### src/hw/frontend_pkg.sv
package frontend_pkg;

  localparam int xlen       = 64;  // PC, bus data and cache line
  localparam int inst_w     = 32;
  localparam int mem_addr_w = 16;  // Implemented address space
  localparam int mem_tag_w  = 4;   // Zero means no value
  localparam int line_off_w = 3;   // Byte offset inside a 64-bit line
  localparam int opcode_w   = 6;   // Top bits of the instruction

  // Memory bus command
  typedef enum logic [1:0] {
    bus_none = 2'h0,
    bus_load = 2'h1
  } bus_command_t;

  // Dispatch class
  typedef enum logic [2:0] {
    cls_alu     = 3'h0,
    cls_load    = 3'h1,
    cls_store   = 3'h2,
    cls_branch  = 3'h3,
    cls_halt    = 3'h4,
    cls_illegal = 3'h5
  } inst_class_t;

  // Status, same codes as the full core
  typedef enum logic [1:0] {
    no_error          = 2'h0,
    halted_on_halt    = 2'h2,
    halted_on_illegal = 2'h3
  } error_code_t;

endpackage

### src/hw/dispatch_stage.sv
`timescale 1ns/10ps

module dispatch_stage (
  input  logic                            clock,
  input  logic                            arst_n,
  input  logic                            fb_empty,
  input  logic [frontend_pkg::xlen-1:0]   head_pc,
  input  logic [frontend_pkg::inst_w-1:0] head_ir,
  input  logic                            dispatch_ready,
  input  logic                            redirect_en,
  output logic                            pop,
  output logic                            dispatch_valid,
  output logic [frontend_pkg::xlen-1:0]   dispatch_pc,
  output logic [frontend_pkg::inst_w-1:0] dispatch_ir,
  output frontend_pkg::inst_class_t       dispatch_class,
  output frontend_pkg::error_code_t       error_status
);

  localparam int op_w = frontend_pkg::opcode_w;

  frontend_pkg::inst_class_t head_class;

  function automatic frontend_pkg::inst_class_t class_of(input logic [op_w-1:0] op);
    frontend_pkg::inst_class_t cls;
    case (op) inside
      6'h00:            cls = frontend_pkg::cls_halt;
      [6'h10:6'h13]:    cls = frontend_pkg::cls_alu;
      6'h28, 6'h29:     cls = frontend_pkg::cls_load;
      6'h2c, 6'h2d:     cls = frontend_pkg::cls_store;
      [6'h30:6'h3f]:    cls = frontend_pkg::cls_branch;
      default:          cls = frontend_pkg::cls_illegal;
    endcase
    return cls;
  endfunction

  assign head_class = class_of(head_ir[frontend_pkg::inst_w-1 -: op_w]);

  // A latched error stops everything until reset
  assign pop = !fb_empty && dispatch_ready && !redirect_en &&
               (error_status == frontend_pkg::no_error);

  always_ff @(posedge clock or negedge arst_n) begin
    if (!arst_n) begin
      dispatch_valid <= 1'b0;
      error_status   <= frontend_pkg::no_error;
    end else begin
      dispatch_valid <= pop;
      if (pop && head_class == frontend_pkg::cls_halt) begin
        error_status <= frontend_pkg::halted_on_halt;
      end else if (pop && head_class == frontend_pkg::cls_illegal) begin
        error_status <= frontend_pkg::halted_on_illegal;
      end
    end
  end

  always_ff @(posedge clock) begin
    if (pop) begin
      dispatch_pc    <= head_pc;
      dispatch_ir    <= head_ir;
      dispatch_class <= head_class;
    end
  end

endmodule

### src/hw/fetch_buffer.sv
`timescale 1ns/10ps

module fetch_buffer #(
  parameter int fb_depth = 8,
  localparam int ptr_w = $clog2(fb_depth),
  localparam int cnt_w = ptr_w + 1
) (
  input  logic                            clock,
  input  logic                            arst_n,
  input  logic                            push,
  input  logic [frontend_pkg::xlen-1:0]   push_pc,
  input  logic [frontend_pkg::inst_w-1:0] push_ir,
  input  logic                            pop,
  input  logic                            flush,
  output logic                            fb_full,
  output logic                            fb_empty,
  output logic [frontend_pkg::xlen-1:0]   head_pc,
  output logic [frontend_pkg::inst_w-1:0] head_ir
);

  logic [frontend_pkg::xlen-1:0]   pc_q [fb_depth];
  logic [frontend_pkg::inst_w-1:0] ir_q [fb_depth];
  logic [ptr_w-1:0]                head;
  logic [ptr_w-1:0]                tail;
  logic [cnt_w-1:0]                count;

  assign fb_full  = (count == cnt_w'(fb_depth));
  assign fb_empty = (count == '0);
  assign head_pc  = pc_q[head];
  assign head_ir  = ir_q[head];

  always_ff @(posedge clock or negedge arst_n) begin
    if (!arst_n) begin
      head  <= '0;
      tail  <= '0;
      count <= '0;
    end else if (flush) begin
      head  <= '0;
      tail  <= '0;
      count <= '0;
    end else begin
      if (push) tail <= tail + 1'b1;  // Wraps, depth is a power of two
      if (pop) head <= head + 1'b1;
      count <= count + cnt_w'(push) - cnt_w'(pop);
    end
  end

  always_ff @(posedge clock) begin
    if (push) begin
      pc_q[tail] <= push_pc;
      ir_q[tail] <= push_ir;
    end
  end

  // Fetch must respect full
  a_no_overflow: assert property (@(posedge clock) disable iff (!arst_n)
    push |-> !fb_full);

  // Dispatch must respect empty
  a_no_underflow: assert property (@(posedge clock) disable iff (!arst_n)
    pop |-> !fb_empty);

endmodule

### src/hw/fetch_stage.sv
`timescale 1ns/10ps

module fetch_stage (
  input  logic                            clock,
  input  logic                            arst_n,
  input  logic                            hit,
  input  logic [frontend_pkg::xlen-1:0]   hit_line,
  input  logic                            fb_full,
  input  logic                            redirect_en,
  input  logic [frontend_pkg::xlen-1:0]   redirect_pc,
  output logic [frontend_pkg::xlen-1:0]   fetch_pc,
  output logic                            push,
  output logic [frontend_pkg::xlen-1:0]   push_pc,
  output logic [frontend_pkg::inst_w-1:0] push_ir
);

  localparam int iw = frontend_pkg::inst_w;

  assign push    = hit && !fb_full && !redirect_en;
  assign push_pc = fetch_pc;
  // PC bit 2 picks the upper word of the line
  assign push_ir = fetch_pc[2] ? hit_line[2*iw-1:iw] : hit_line[iw-1:0];

  always_ff @(posedge clock or negedge arst_n) begin
    if (!arst_n) begin
      fetch_pc <= '0;
    end else if (redirect_en) begin
      fetch_pc <= redirect_pc;  // Wins over a hit
    end else if (push) begin
      fetch_pc <= fetch_pc + 'd4;
    end
  end

  // Redirect targets from the back end must keep the PC word aligned
  a_pc_aligned: assert property (@(posedge clock) disable iff (!arst_n)
    fetch_pc[1:0] == 2'b00);

endmodule

### src/hw/frontend.sv
`timescale 1ns/10ps

module frontend #(
  parameter int num_lines = 32,
  parameter int fb_depth  = 8
) (
  input  logic                               clock,
  input  logic                               arst_n,
  input  logic [frontend_pkg::mem_tag_w-1:0] mem2proc_response,
  input  logic [frontend_pkg::xlen-1:0]      mem2proc_data,
  input  logic [frontend_pkg::mem_tag_w-1:0] mem2proc_tag,
  input  logic                               dispatch_ready,
  input  logic                               redirect_en,
  input  logic [frontend_pkg::xlen-1:0]      redirect_pc,
  output frontend_pkg::bus_command_t         proc2mem_command,
  output logic [frontend_pkg::xlen-1:0]      proc2mem_addr,
  output logic                               dispatch_valid,
  output logic [frontend_pkg::xlen-1:0]      dispatch_pc,
  output logic [frontend_pkg::inst_w-1:0]    dispatch_ir,
  output frontend_pkg::inst_class_t          dispatch_class,
  output frontend_pkg::error_code_t          error_status
);

  localparam int idx_w = $clog2(num_lines);
  localparam int tag_w = frontend_pkg::mem_addr_w - frontend_pkg::line_off_w - idx_w;

  // Cache array side
  logic [idx_w-1:0]                rd_idx;
  logic [tag_w-1:0]                rd_tag;
  logic                            wr_en;
  logic [idx_w-1:0]                wr_idx;
  logic [tag_w-1:0]                wr_tag;
  logic [frontend_pkg::xlen-1:0]   wr_data;
  logic [frontend_pkg::xlen-1:0]   line_data;
  logic                            line_valid;

  // Fetch side
  logic [frontend_pkg::xlen-1:0]   fetch_pc;
  logic                            hit;
  logic [frontend_pkg::xlen-1:0]   hit_line;
  logic                            push;
  logic [frontend_pkg::xlen-1:0]   push_pc;
  logic [frontend_pkg::inst_w-1:0] push_ir;

  // Buffer to dispatch
  logic                            fb_full;
  logic                            fb_empty;
  logic [frontend_pkg::xlen-1:0]   head_pc;
  logic [frontend_pkg::inst_w-1:0] head_ir;
  logic                            pop;

  icache_mem #(.num_lines(num_lines)) icache_mem_inst (
    .clock      (clock),
    .arst_n     (arst_n),
    .rd_idx     (rd_idx),
    .rd_tag     (rd_tag),
    .wr_en      (wr_en),
    .wr_idx     (wr_idx),
    .wr_tag     (wr_tag),
    .wr_data    (wr_data),
    .line_data  (line_data),
    .line_valid (line_valid)
  );

  icache_ctrl #(.num_lines(num_lines)) icache_ctrl_inst (
    .clock             (clock),
    .arst_n            (arst_n),
    .fetch_pc          (fetch_pc),
    .line_data         (line_data),
    .line_valid        (line_valid),
    .mem2proc_response (mem2proc_response),
    .mem2proc_data     (mem2proc_data),
    .mem2proc_tag      (mem2proc_tag),
    .rd_idx            (rd_idx),
    .rd_tag            (rd_tag),
    .wr_en             (wr_en),
    .wr_idx            (wr_idx),
    .wr_tag            (wr_tag),
    .wr_data           (wr_data),
    .hit               (hit),
    .hit_line          (hit_line),
    .proc2mem_command  (proc2mem_command),
    .proc2mem_addr     (proc2mem_addr)
  );

  fetch_stage fetch_stage_inst (
    .clock       (clock),
    .arst_n      (arst_n),
    .hit         (hit),
    .hit_line    (hit_line),
    .fb_full     (fb_full),
    .redirect_en (redirect_en),
    .redirect_pc (redirect_pc),
    .fetch_pc    (fetch_pc),
    .push        (push),
    .push_pc     (push_pc),
    .push_ir     (push_ir)
  );

  fetch_buffer #(.fb_depth(fb_depth)) fetch_buffer_inst (
    .clock    (clock),
    .arst_n   (arst_n),
    .push     (push),
    .push_pc  (push_pc),
    .push_ir  (push_ir),
    .pop      (pop),
    .flush    (redirect_en),  // Redirect empties the queue
    .fb_full  (fb_full),
    .fb_empty (fb_empty),
    .head_pc  (head_pc),
    .head_ir  (head_ir)
  );

  dispatch_stage dispatch_stage_inst (
    .clock          (clock),
    .arst_n         (arst_n),
    .fb_empty       (fb_empty),
    .head_pc        (head_pc),
    .head_ir        (head_ir),
    .dispatch_ready (dispatch_ready),
    .redirect_en    (redirect_en),
    .pop            (pop),
    .dispatch_valid (dispatch_valid),
    .dispatch_pc    (dispatch_pc),
    .dispatch_ir    (dispatch_ir),
    .dispatch_class (dispatch_class),
    .error_status   (error_status)
  );

endmodule

### src/hw/icache_ctrl.sv
`timescale 1ns/10ps

module icache_ctrl #(
  parameter int num_lines = 32,
  localparam int idx_w = $clog2(num_lines),
  localparam int tag_w = frontend_pkg::mem_addr_w - frontend_pkg::line_off_w - idx_w
) (
  input  logic                               clock,
  input  logic                               arst_n,
  input  logic [frontend_pkg::xlen-1:0]      fetch_pc,
  input  logic [frontend_pkg::xlen-1:0]      line_data,
  input  logic                               line_valid,
  input  logic [frontend_pkg::mem_tag_w-1:0] mem2proc_response,
  input  logic [frontend_pkg::xlen-1:0]      mem2proc_data,
  input  logic [frontend_pkg::mem_tag_w-1:0] mem2proc_tag,
  output logic [idx_w-1:0]                   rd_idx,
  output logic [tag_w-1:0]                   rd_tag,
  output logic                               wr_en,
  output logic [idx_w-1:0]                   wr_idx,
  output logic [tag_w-1:0]                   wr_tag,
  output logic [frontend_pkg::xlen-1:0]      wr_data,
  output logic                               hit,
  output logic [frontend_pkg::xlen-1:0]      hit_line,
  output frontend_pkg::bus_command_t         proc2mem_command,
  output logic [frontend_pkg::xlen-1:0]      proc2mem_addr
);

  localparam int off_w = frontend_pkg::line_off_w;

  typedef enum logic [1:0] {
    ic_idle,
    ic_request,  // Command on the bus
    ic_wait      // Accepted, waiting for the tag
  } ic_state_t;

  ic_state_t                        state;
  logic [frontend_pkg::mem_tag_w-1:0] load_tag;
  logic                             miss;
  logic                             accepted;

  assign rd_idx   = fetch_pc[off_w +: idx_w];
  assign rd_tag   = fetch_pc[off_w+idx_w +: tag_w];
  assign hit      = line_valid;
  assign hit_line = line_data;

  assign miss     = (state == ic_idle) && !line_valid;
  assign accepted = (state == ic_request) && (mem2proc_response != '0);

  // Fill goes to the line named by the outstanding address
  assign wr_en   = (state == ic_wait) && (mem2proc_tag == load_tag);
  assign wr_idx  = proc2mem_addr[off_w +: idx_w];
  assign wr_tag  = proc2mem_addr[off_w+idx_w +: tag_w];
  assign wr_data = mem2proc_data;

  always_ff @(posedge clock or negedge arst_n) begin
    if (!arst_n) begin
      state            <= ic_idle;
      proc2mem_command <= frontend_pkg::bus_none;
    end else begin
      case (state)
        ic_idle: if (miss) begin
          state            <= ic_request;
          proc2mem_command <= frontend_pkg::bus_load;
        end
        ic_request: if (accepted) begin
          state            <= ic_wait;
          proc2mem_command <= frontend_pkg::bus_none;
        end
        ic_wait: if (wr_en) state <= ic_idle;
        default: state <= ic_idle;
      endcase
    end
  end

  always_ff @(posedge clock) begin
    if (miss) proc2mem_addr <= {fetch_pc[frontend_pkg::xlen-1:off_w], {off_w{1'b0}}};
    if (accepted) load_tag <= mem2proc_response;
  end

  // Refused load stays on the bus unchanged
  a_addr_hold: assert property (@(posedge clock) disable iff (!arst_n)
    (proc2mem_command == frontend_pkg::bus_load && mem2proc_response == '0)
      |=> (proc2mem_command == frontend_pkg::bus_load && $stable(proc2mem_addr)));

endmodule

### src/hw/icache_mem.sv
`timescale 1ns/10ps

module icache_mem #(
  parameter int num_lines = 32,
  localparam int idx_w = $clog2(num_lines),
  localparam int tag_w = frontend_pkg::mem_addr_w - frontend_pkg::line_off_w - idx_w
) (
  input  logic                          clock,
  input  logic                          arst_n,
  input  logic [idx_w-1:0]              rd_idx,
  input  logic [tag_w-1:0]              rd_tag,
  input  logic                          wr_en,
  input  logic [idx_w-1:0]              wr_idx,
  input  logic [tag_w-1:0]              wr_tag,
  input  logic [frontend_pkg::xlen-1:0] wr_data,
  output logic [frontend_pkg::xlen-1:0] line_data,
  output logic                          line_valid
);

  logic [frontend_pkg::xlen-1:0] data_q [num_lines];
  logic [tag_w-1:0]              tag_q  [num_lines];
  logic [num_lines-1:0]          valid_q;

  always_ff @(posedge clock or negedge arst_n) begin
    if (!arst_n) begin
      valid_q <= '0;
    end else if (wr_en) begin
      valid_q[wr_idx] <= 1'b1;
    end
  end

  always_ff @(posedge clock) begin
    if (wr_en) begin
      data_q[wr_idx] <= wr_data;
      tag_q[wr_idx]  <= wr_tag;
    end
  end

  // Combinational read
  assign line_data  = data_q[rd_idx];
  assign line_valid = valid_q[rd_idx] && (tag_q[rd_idx] == rd_tag);

endmodule

### config.mk
export PLATFORM = sky130hd
export DESIGN_NAME = frontend
export DESIGN_NICKNAME = d
export VERILOG_FILES = /design/src/hw/frontend_pkg.sv /design/src/hw/dispatch_stage.sv /design/src/hw/fetch_buffer.sv /design/src/hw/fetch_stage.sv /design/src/hw/frontend.sv /design/src/hw/icache_ctrl.sv /design/src/hw/icache_mem.sv
export SDC_FILE = /design/constraint.sdc
export NUM_CORES = 2
export LEC_CHECK = 0
export BUFFER_PORTS_ARGS = -buffer_cell sky130_fd_sc_hd__buf_2
export CORE_MARGIN = 3
export CORE_UTILIZATION = 40
export CTS_BUF_LIST = sky130_fd_sc_hd__clkbuf_4
export DETAILED_ROUTE_END_ITERATION = 10
export SYNTH_ARGS = -nofsm -noshare
export SYNTH_HDL_FRONTEND = slang
export SYNTH_SLANG_ARGS = --single-unit
### constraint.sdc
create_clock -name clock -period 13.08 [get_ports clock]
set_input_delay 0.654 -clock clock [delete_from_list [all_inputs] [get_ports clock]]
set_output_delay 0.654 -clock clock [all_outputs]
set_load 0.01 [all_outputs]
; Word-level counts from Yosys, hierarchy flattened
; Memories as Yosys holds them, arrays and structs flattened. A register that Yosys moved wholly into a read port is not among the register bits.
; Cells that the tools add are included.
[totals]
mem_bits_rw = 3072
memories = 4
inputBits = 140
ff_bits = 213
output_inout_bits = 168
[memory_table]
columns = name, depth, word_bits, rd, rd_clocked_by_memory_dff, wr, line
row1 = icache_mem_inst.data_q, 32, 64, 1, 0, 1, icache_mem.sv:20  ; logic [frontend_pkg::xlen-1:0] data_q [num_lines];
row2 = fetch_buffer_inst.pc_q, 8, 64, 1, 1, 1, fetch_buffer.sv:21  ; logic [frontend_pkg::xlen-1:0] pc_q [fb_depth];
row3 = fetch_buffer_inst.ir_q, 8, 32, 1, 0, 1, fetch_buffer.sv:22  ; logic [frontend_pkg::inst_w-1:0] ir_q [fb_depth];
row4 = icache_mem_inst.tag_q, 32, 8, 1, 0, 1, icache_mem.sv:21  ; logic [tag_w-1:0] tag_q [num_lines];
[op_classes]
mux = 29
magnitude_cmp = 7
n_reduce_logical = 31
addsub = 5
bitwise_logic = 1
n_eq_ne = 14
[op_table]
columns = cell, count
row1 = 64-bit 2-to-1 mux, 2
row2 = "64-bit by 3-bit adder with 64-bit output, second input constant", 1
row3 = 32-bit 2-to-1 mux, 1
row4 = 32-bit OR, 1
row5 = 3-bit 2-to-1 mux, 9
row6 = "6-bit equality test, second input constant", 4
row7 = 1-bit logical AND, 14
row8 = "5-bit by 6-bit < comparator with 1-bit output, second input constant", 2
row9 = 2-bit 2-to-1 mux, 6
row10 = 8-bit equality test, 1
row11 = 2-bit nonzero test, 4
row12 = "3-bit by 1-bit adder with 3-bit output, second input constant", 2
row13 = "3-bit equality test, second input constant", 2
row14 = "6-bit by 5-bit greater-or-equal comparator with 1-bit output, second input constant", 1
row15 = "6-bit greater-or-equal comparator, second input constant", 1
row16 = "6-bit by 5-bit <= comparator with 1-bit output, second input constant", 1
row17 = "6-bit <= comparator, second input constant", 1
row18 = 6-bit zero test, 1
row19 = 1-bit 2-to-1 mux, 6
row20 = "2-bit by 1-bit inequality test with 1-bit output, second input constant", 3
row21 = 2-bit one-hot mux with 3 select lines, 1
row22 = 3-bit AND reduction, 2
row23 = 1-bit binary-select mux with 5-bit select, 1
row24 = 1-bit demux with 5-bit select, 1
row25 = 14 further kinds, 19

; Longest topological paths before layout
; An unclocked memory read counts as a cell.
[logic_depth]
depth_word = 12
depth_mapped = 20
ltp_nobuf = 15

; Modules after synthesis
; Synthesis repeated with hierarchy kept, for this count alone.
[unflattened]
cells_unflattened = 5551
hier_area_um2 = 129346.6
[by_module_without_submodules]
columns = module, area_per_inst_um2, n_inst, cells_each
row1 = icache_mem, 88686.3, 1, 3472
row2 = fetch_buffer, 29430.7, 1, 1175
row3 = fetch_stage, 4719.5, 1, 542
row4 = icache_ctrl, 3349.5, 1, 243
row5 = dispatch_stage, 3160.5, 1, 119

; Worst setup path after synthesis
; Ideal clock, no wire load.
[synth_path]
kind = reg-to-reg
start = register fetch_stage_inst.fetch_pc[3] (netlist bit)
end = memory fetch_buffer_inst.ir_q[0][0] (netlist bit), enable pin
setup_time_ns = 0.820
required_time_ns = 12.260
stages_incl_launch_ff = 13
path_buffers = 4
path_slack_ns = -0.290
t_arrival_ns = 12.550
cell_sequence = dfrtp_1 -> buf_6 -> buf_4 -> mux4_2 -> and2_1 -> a211oi_1 -> o21a_2 -> a2bb2oi_2 -> o2111ai_1 -> nand2b_1 -> buf_2 -> buf_2 -> nor4b_1
[synth_via]
elab_chain_cells = 7
elab_cells_between_ends = 9
cone_classes = eq/ne (1) / mux (4) / reduce/logical (3) / memory (1)
[synth_rtl]
columns = item, line
row1 = "start, declared", fetch_stage.sv:11  ; output logic [frontend_pkg::xlen-1:0] fetch_pc,
row2 = "start signal, assigned", fetch_stage.sv:28  ; fetch_pc <= redirect_pc;
row3 = "start signal, assigned", fetch_stage.sv:30  ; fetch_pc <= fetch_pc + 'd4;
row4 = memory 32 x 8 bit or 1-bit binary-select mux with 5-bit select (tied branches), -
row5 = 8-bit equality test or 1-bit 2-to-1 mux (tied branches), icache_mem.sv:41  ; assign line_valid = valid_q[rd_idx] && (tag_q[rd_idx] == rd_tag);
row6 = 1-bit logical AND (*), icache_mem.sv:41
row7 = 1-bit logical AND (*) (2 in a row), fetch_stage.sv:19  ; assign push = hit && !fb_full && !redirect_en;
row8 = 1-bit 2-to-1 mux (*), fetch_buffer.sv:49  ; if (push) begin
row9 = 1-bit 2-to-1 mux (implied by the code) (*), fetch_buffer.sv:51  ; ir_q[tail] <= push_ir;
row10 = "end, declared", fetch_buffer.sv:22
; Mark *: on every way between the ends. The rest lies on a longest branch, timed or not. The select of a mux whose other input is x is not followed.

; Final worst setup path
[layout_path]
start = register fetch_stage_inst.fetch_pc[3] (netlist bit)
end = memory fetch_buffer_inst.pc_q[2][48] (netlist bit), enable pin
[layout_via]
elab_chain_cells = 7
elab_cells_between_ends = 9
cone_classes = eq/ne (1) / mux (4) / reduce/logical (3) / memory (1)
[layout_rtl]
columns = item, line
row1 = memory 32 x 8 bit or 1-bit binary-select mux with 5-bit select (tied branches), -
row2 = 8-bit equality test or 1-bit 2-to-1 mux (tied branches), icache_mem.sv:41
row3 = 1-bit logical AND (*), icache_mem.sv:41
row4 = 1-bit logical AND (*) (2 in a row), fetch_stage.sv:19
row5 = 1-bit 2-to-1 mux (*), fetch_buffer.sv:49
row6 = 1-bit 2-to-1 mux (implied by the code) (*), fetch_buffer.sv:50  ; pc_q[tail] <= push_pc;
row7 = "end, declared", fetch_buffer.sv:21
; Marked as above.

==> results.ini <==
[power]
power_frac_comb_pct=8.0
ir_drop_mv=0.0966
p_int_mw=17.3
pwr-share-seq_pct=54.4
leakage_nw=47.4
p_sw_share_pct=23.8
switchingPower_mw=5.38
power_frac_clock_pct=37.6
p_per_area_nw_per_um2=153

[drt]
avgViaCountPerCell=5.58
drtIter0Drc=7165
wl_per_cell_um=28.9
drc_errors=0
routed_wl_um=332000
ant_nets=1
vias=64113
drt-pass1-iter-count=5

[timing]
drv_slew=0
fmax_ghz=0.135
hold_viol=0
setup_viol=0
period_share_pct=56.7
max_slew_margin_pct=19.4
layout_setup_ws_ns=5.66
skew_ns=0.106
worstMarginPinSlew_ns=1.21
rsz0062_at_grt=no
setup_tns_ns=0
fin_crit_ns=7.42

[logic_synthesis]
synth-xor-area-share_pct=0.234
async_flop_share_pct=3.35
synth_top_family_by_area=multiplexers
muxShareOfSynthArea_pct=17.5
syn_inst=5369
ys_ff_latch=3348
ys_warn_count=0
synth.top_cell.area_share_pct=76.3
yosys.area_share.adder_pct=0.104
synthFlopType=edfxtp_1
yosysSeqAreaShare_pct=78.5
synth_edf_count=3236
synth.area.top_cells=edfxtp_1, mux4_2, dfrtp_1
yosysUniqueCellTypes=68
synth-simple-area-share_pct=1.72
netlist_area_um2=127000
synth_area_per_cell_um2=23.7
synth_top_area_cell=edfxtp_1
synth_compound_area_share_pct=0.940

[global_route]
grt_max_degree=135
grt_pass1_wl_um=473000
antenna_found_initial=50
track_usage_pct=20.2
grt_pass1_vias=65449
grt_overflow=0

[clocking]
cts_sinks=3348
cts_buffers=824
hold_buffers=296
insertion_delay_ns=1.53
cts.clk_slew.worst_paths_ns=0.07
postCtsSetupBuffers=0
cts.repair.resized=0
htreeDepth=6
cts_tree=yes
cts.path.max_buffers=4
cts_root_buf=clkbuf_4

[worst_setup_path]
crit_top_cell=buf_4
crit_arrival_ns=8.47
crit_path_cell_trace=buf_4 > buf_12 > mux4_2 > mux2i_1 > nor2_1 > o32ai_1 > xnor2_1 > nand4_1 > buf_4 > nor2_2 > buf_4 > nand2_1 > nor4_2 > buf_4 > buf_4
r2r_setup_slack_ns=5.66
cp_top_family=buffers and inverters
critPathBufInv=6
crit_path_max_fanout=76
cp-start-kind=flop
end_kind=flop
crit_required_ns=14.13
cp_slowest_cell=buf_4
critPathMaxStageDelay_ns=0.91
crit_type=reg2reg

[job]
maxCapViolCount=0

[floorplan]
num_io_pins=308
die_y_um=570
die_area_um2=325000
initial_core_util_pct=40.3
chipWidth_um=570
rows=206
core-area_um2=316000

[placement]
dp.cells=9699
dp_slack_ns=5.66
hpwl_um=166000
port_buffers=303
place.gp.congestion=0.795

[final_layout]
nNetsFinal=6811
final_layout_size_suffix_gt1_share_pct=38.7
fillers=26204
mostFrequentLayoutCell=edfxtp_1
stdcell_count=11483
area_growth_pct=16.2
most-common-layout-cells=edfxtp_1, clkbuf_4, mux4_2

[outcome]
violations=antenna violations
outcome=complete, but fails checks

[min_path]
hold_class=in2reg

-- synthesized netlist by cell type (20+ instances only) --
cell      count
a21oi_1      26
a22oi_1      30
a31oi_1      25
and3_1       20
buf_1        89
clkbuf_1    143
dfrtp_1     112
edfxtp_1   3236
inv_1        33
mux2_2      106
mux2i_1      75
mux4_2      901
nand2_1      86
nand3_1      33
nor2_1       95
nor2b_1      22
nor3_1       24
nor4_1       20
o21ai_0      32
or2_2        35
xnor2_1      25
-- final timing paths --
path | start | end | cells past startpoint
setup / recovery | fetch_stage_inst.fetch_pc[3]$_DFFE_PN0N_ | fetch_buffer_inst.pc_q[2][48]$_DFFE_PP_ | 15
hold / removal | mem2proc_data[5] | icache_mem_inst.data_q[4][5]$_DFFE_PP_ | 2
setup reg to reg | fetch_stage_inst.fetch_pc[3]$_DFFE_PN0N_ | fetch_buffer_inst.pc_q[2][48]$_DFFE_PP_ | 15
hold reg to reg | icache_mem_inst.valid_q[28]$_DFFE_PN0P_ | icache_mem_inst.valid_q[28]$_DFFE_PN0P_ | 1
max in group asynchronous | arst_n | fetch_buffer_inst.head[0]$_DFFE_PN0P_ | 4
min in group asynchronous | arst_n | icache_ctrl_inst.proc2mem_command[0]$_DFFE_PN0P_ | 4
-- state kept, by name (all words and copies together) (netlist names) --
register,flops
dispatch_stage_inst.dispatch_class,3
dispatch_stage_inst.dispatch_ir,32
dispatch_stage_inst.dispatch_pc,64
dispatch_stage_inst.dispatch_valid,1
dispatch_stage_inst.error_status,2
fetch_buffer_inst.count,4
fetch_buffer_inst.head,3
fetch_buffer_inst.ir_q,256
fetch_buffer_inst.pc_q,512
fetch_buffer_inst.tail,3
fetch_stage_inst.fetch_pc,64
icache_ctrl_inst.load_tag,4
icache_ctrl_inst.proc2mem_addr,61
icache_ctrl_inst.proc2mem_command,1
icache_ctrl_inst.state,2
icache_mem_inst.data_q,2048
icache_mem_inst.tag_q,256
icache_mem_inst.valid_q,32
-- power by group through the flow --
stage	clock network (mW)	registers, mW	logic [mW]
after floorplan	0	12.5	1.03
after global placement	0	12.5	1.71
after detailed placement	0	12.5	1.74
after CTS	8.77	12.3	1.83
after global routing	9.35	12.3	1.94
final	8.52	12.3	1.81
-- area by class of cell --
class	instances	area (um^2)	share of cell area (%)
Inverter	34	135	0.0913
Clock buffer	1211	9090	6.14
Timing Repair Buffer	730	5660	3.83
Sequential cell	3348	100000	67.6
Antenna cell	20	50.0	0.0338
Clock inverter	257	1370	0.927
Tap cell	4160	5200	3.52
Multi-Input combinational cell	1723	26400	17.9
-- stage by stage --
stage          hold slack, ns  power, mW  util, %  cell area [um^2]
2_1_floorplan           0.358       13.5        -            127000
3_3_place_gp            0.446       14.2     42.5            134000
3_5_place_dp            0.449       14.3     42.5            134000
4_1_cts               0.00170       22.9     46.8            148000
5_1_grt                 0.122       23.6     46.8            148000
6_report                0.229       22.6     46.8            148000
-- kinds of logic (layout without fill, tap and decap cells) --
kind of cell               Yosys count  in the layout
muxes                             1083           1083
and+or+nand+nor                    416            416
buffers and inverters              301           2232
other                                1             24
adders and majority gates           10             10
xor gates and xnor gates            34             34
AOI/OAI and AO/OA                  176            176
DFF                               3348           3348
-- per-layer routing --
metal	track usage (%)	share of wire (%)	vias to the layer above
met5	0	0.067	-
met4	5.90	2.4	34
met3	4.60	9.0	524
met2	31.0	46	3169
met1	29.1	42	34247
li1	-	-	26139
Note: power is estimated with default switching activity, not from simulation.
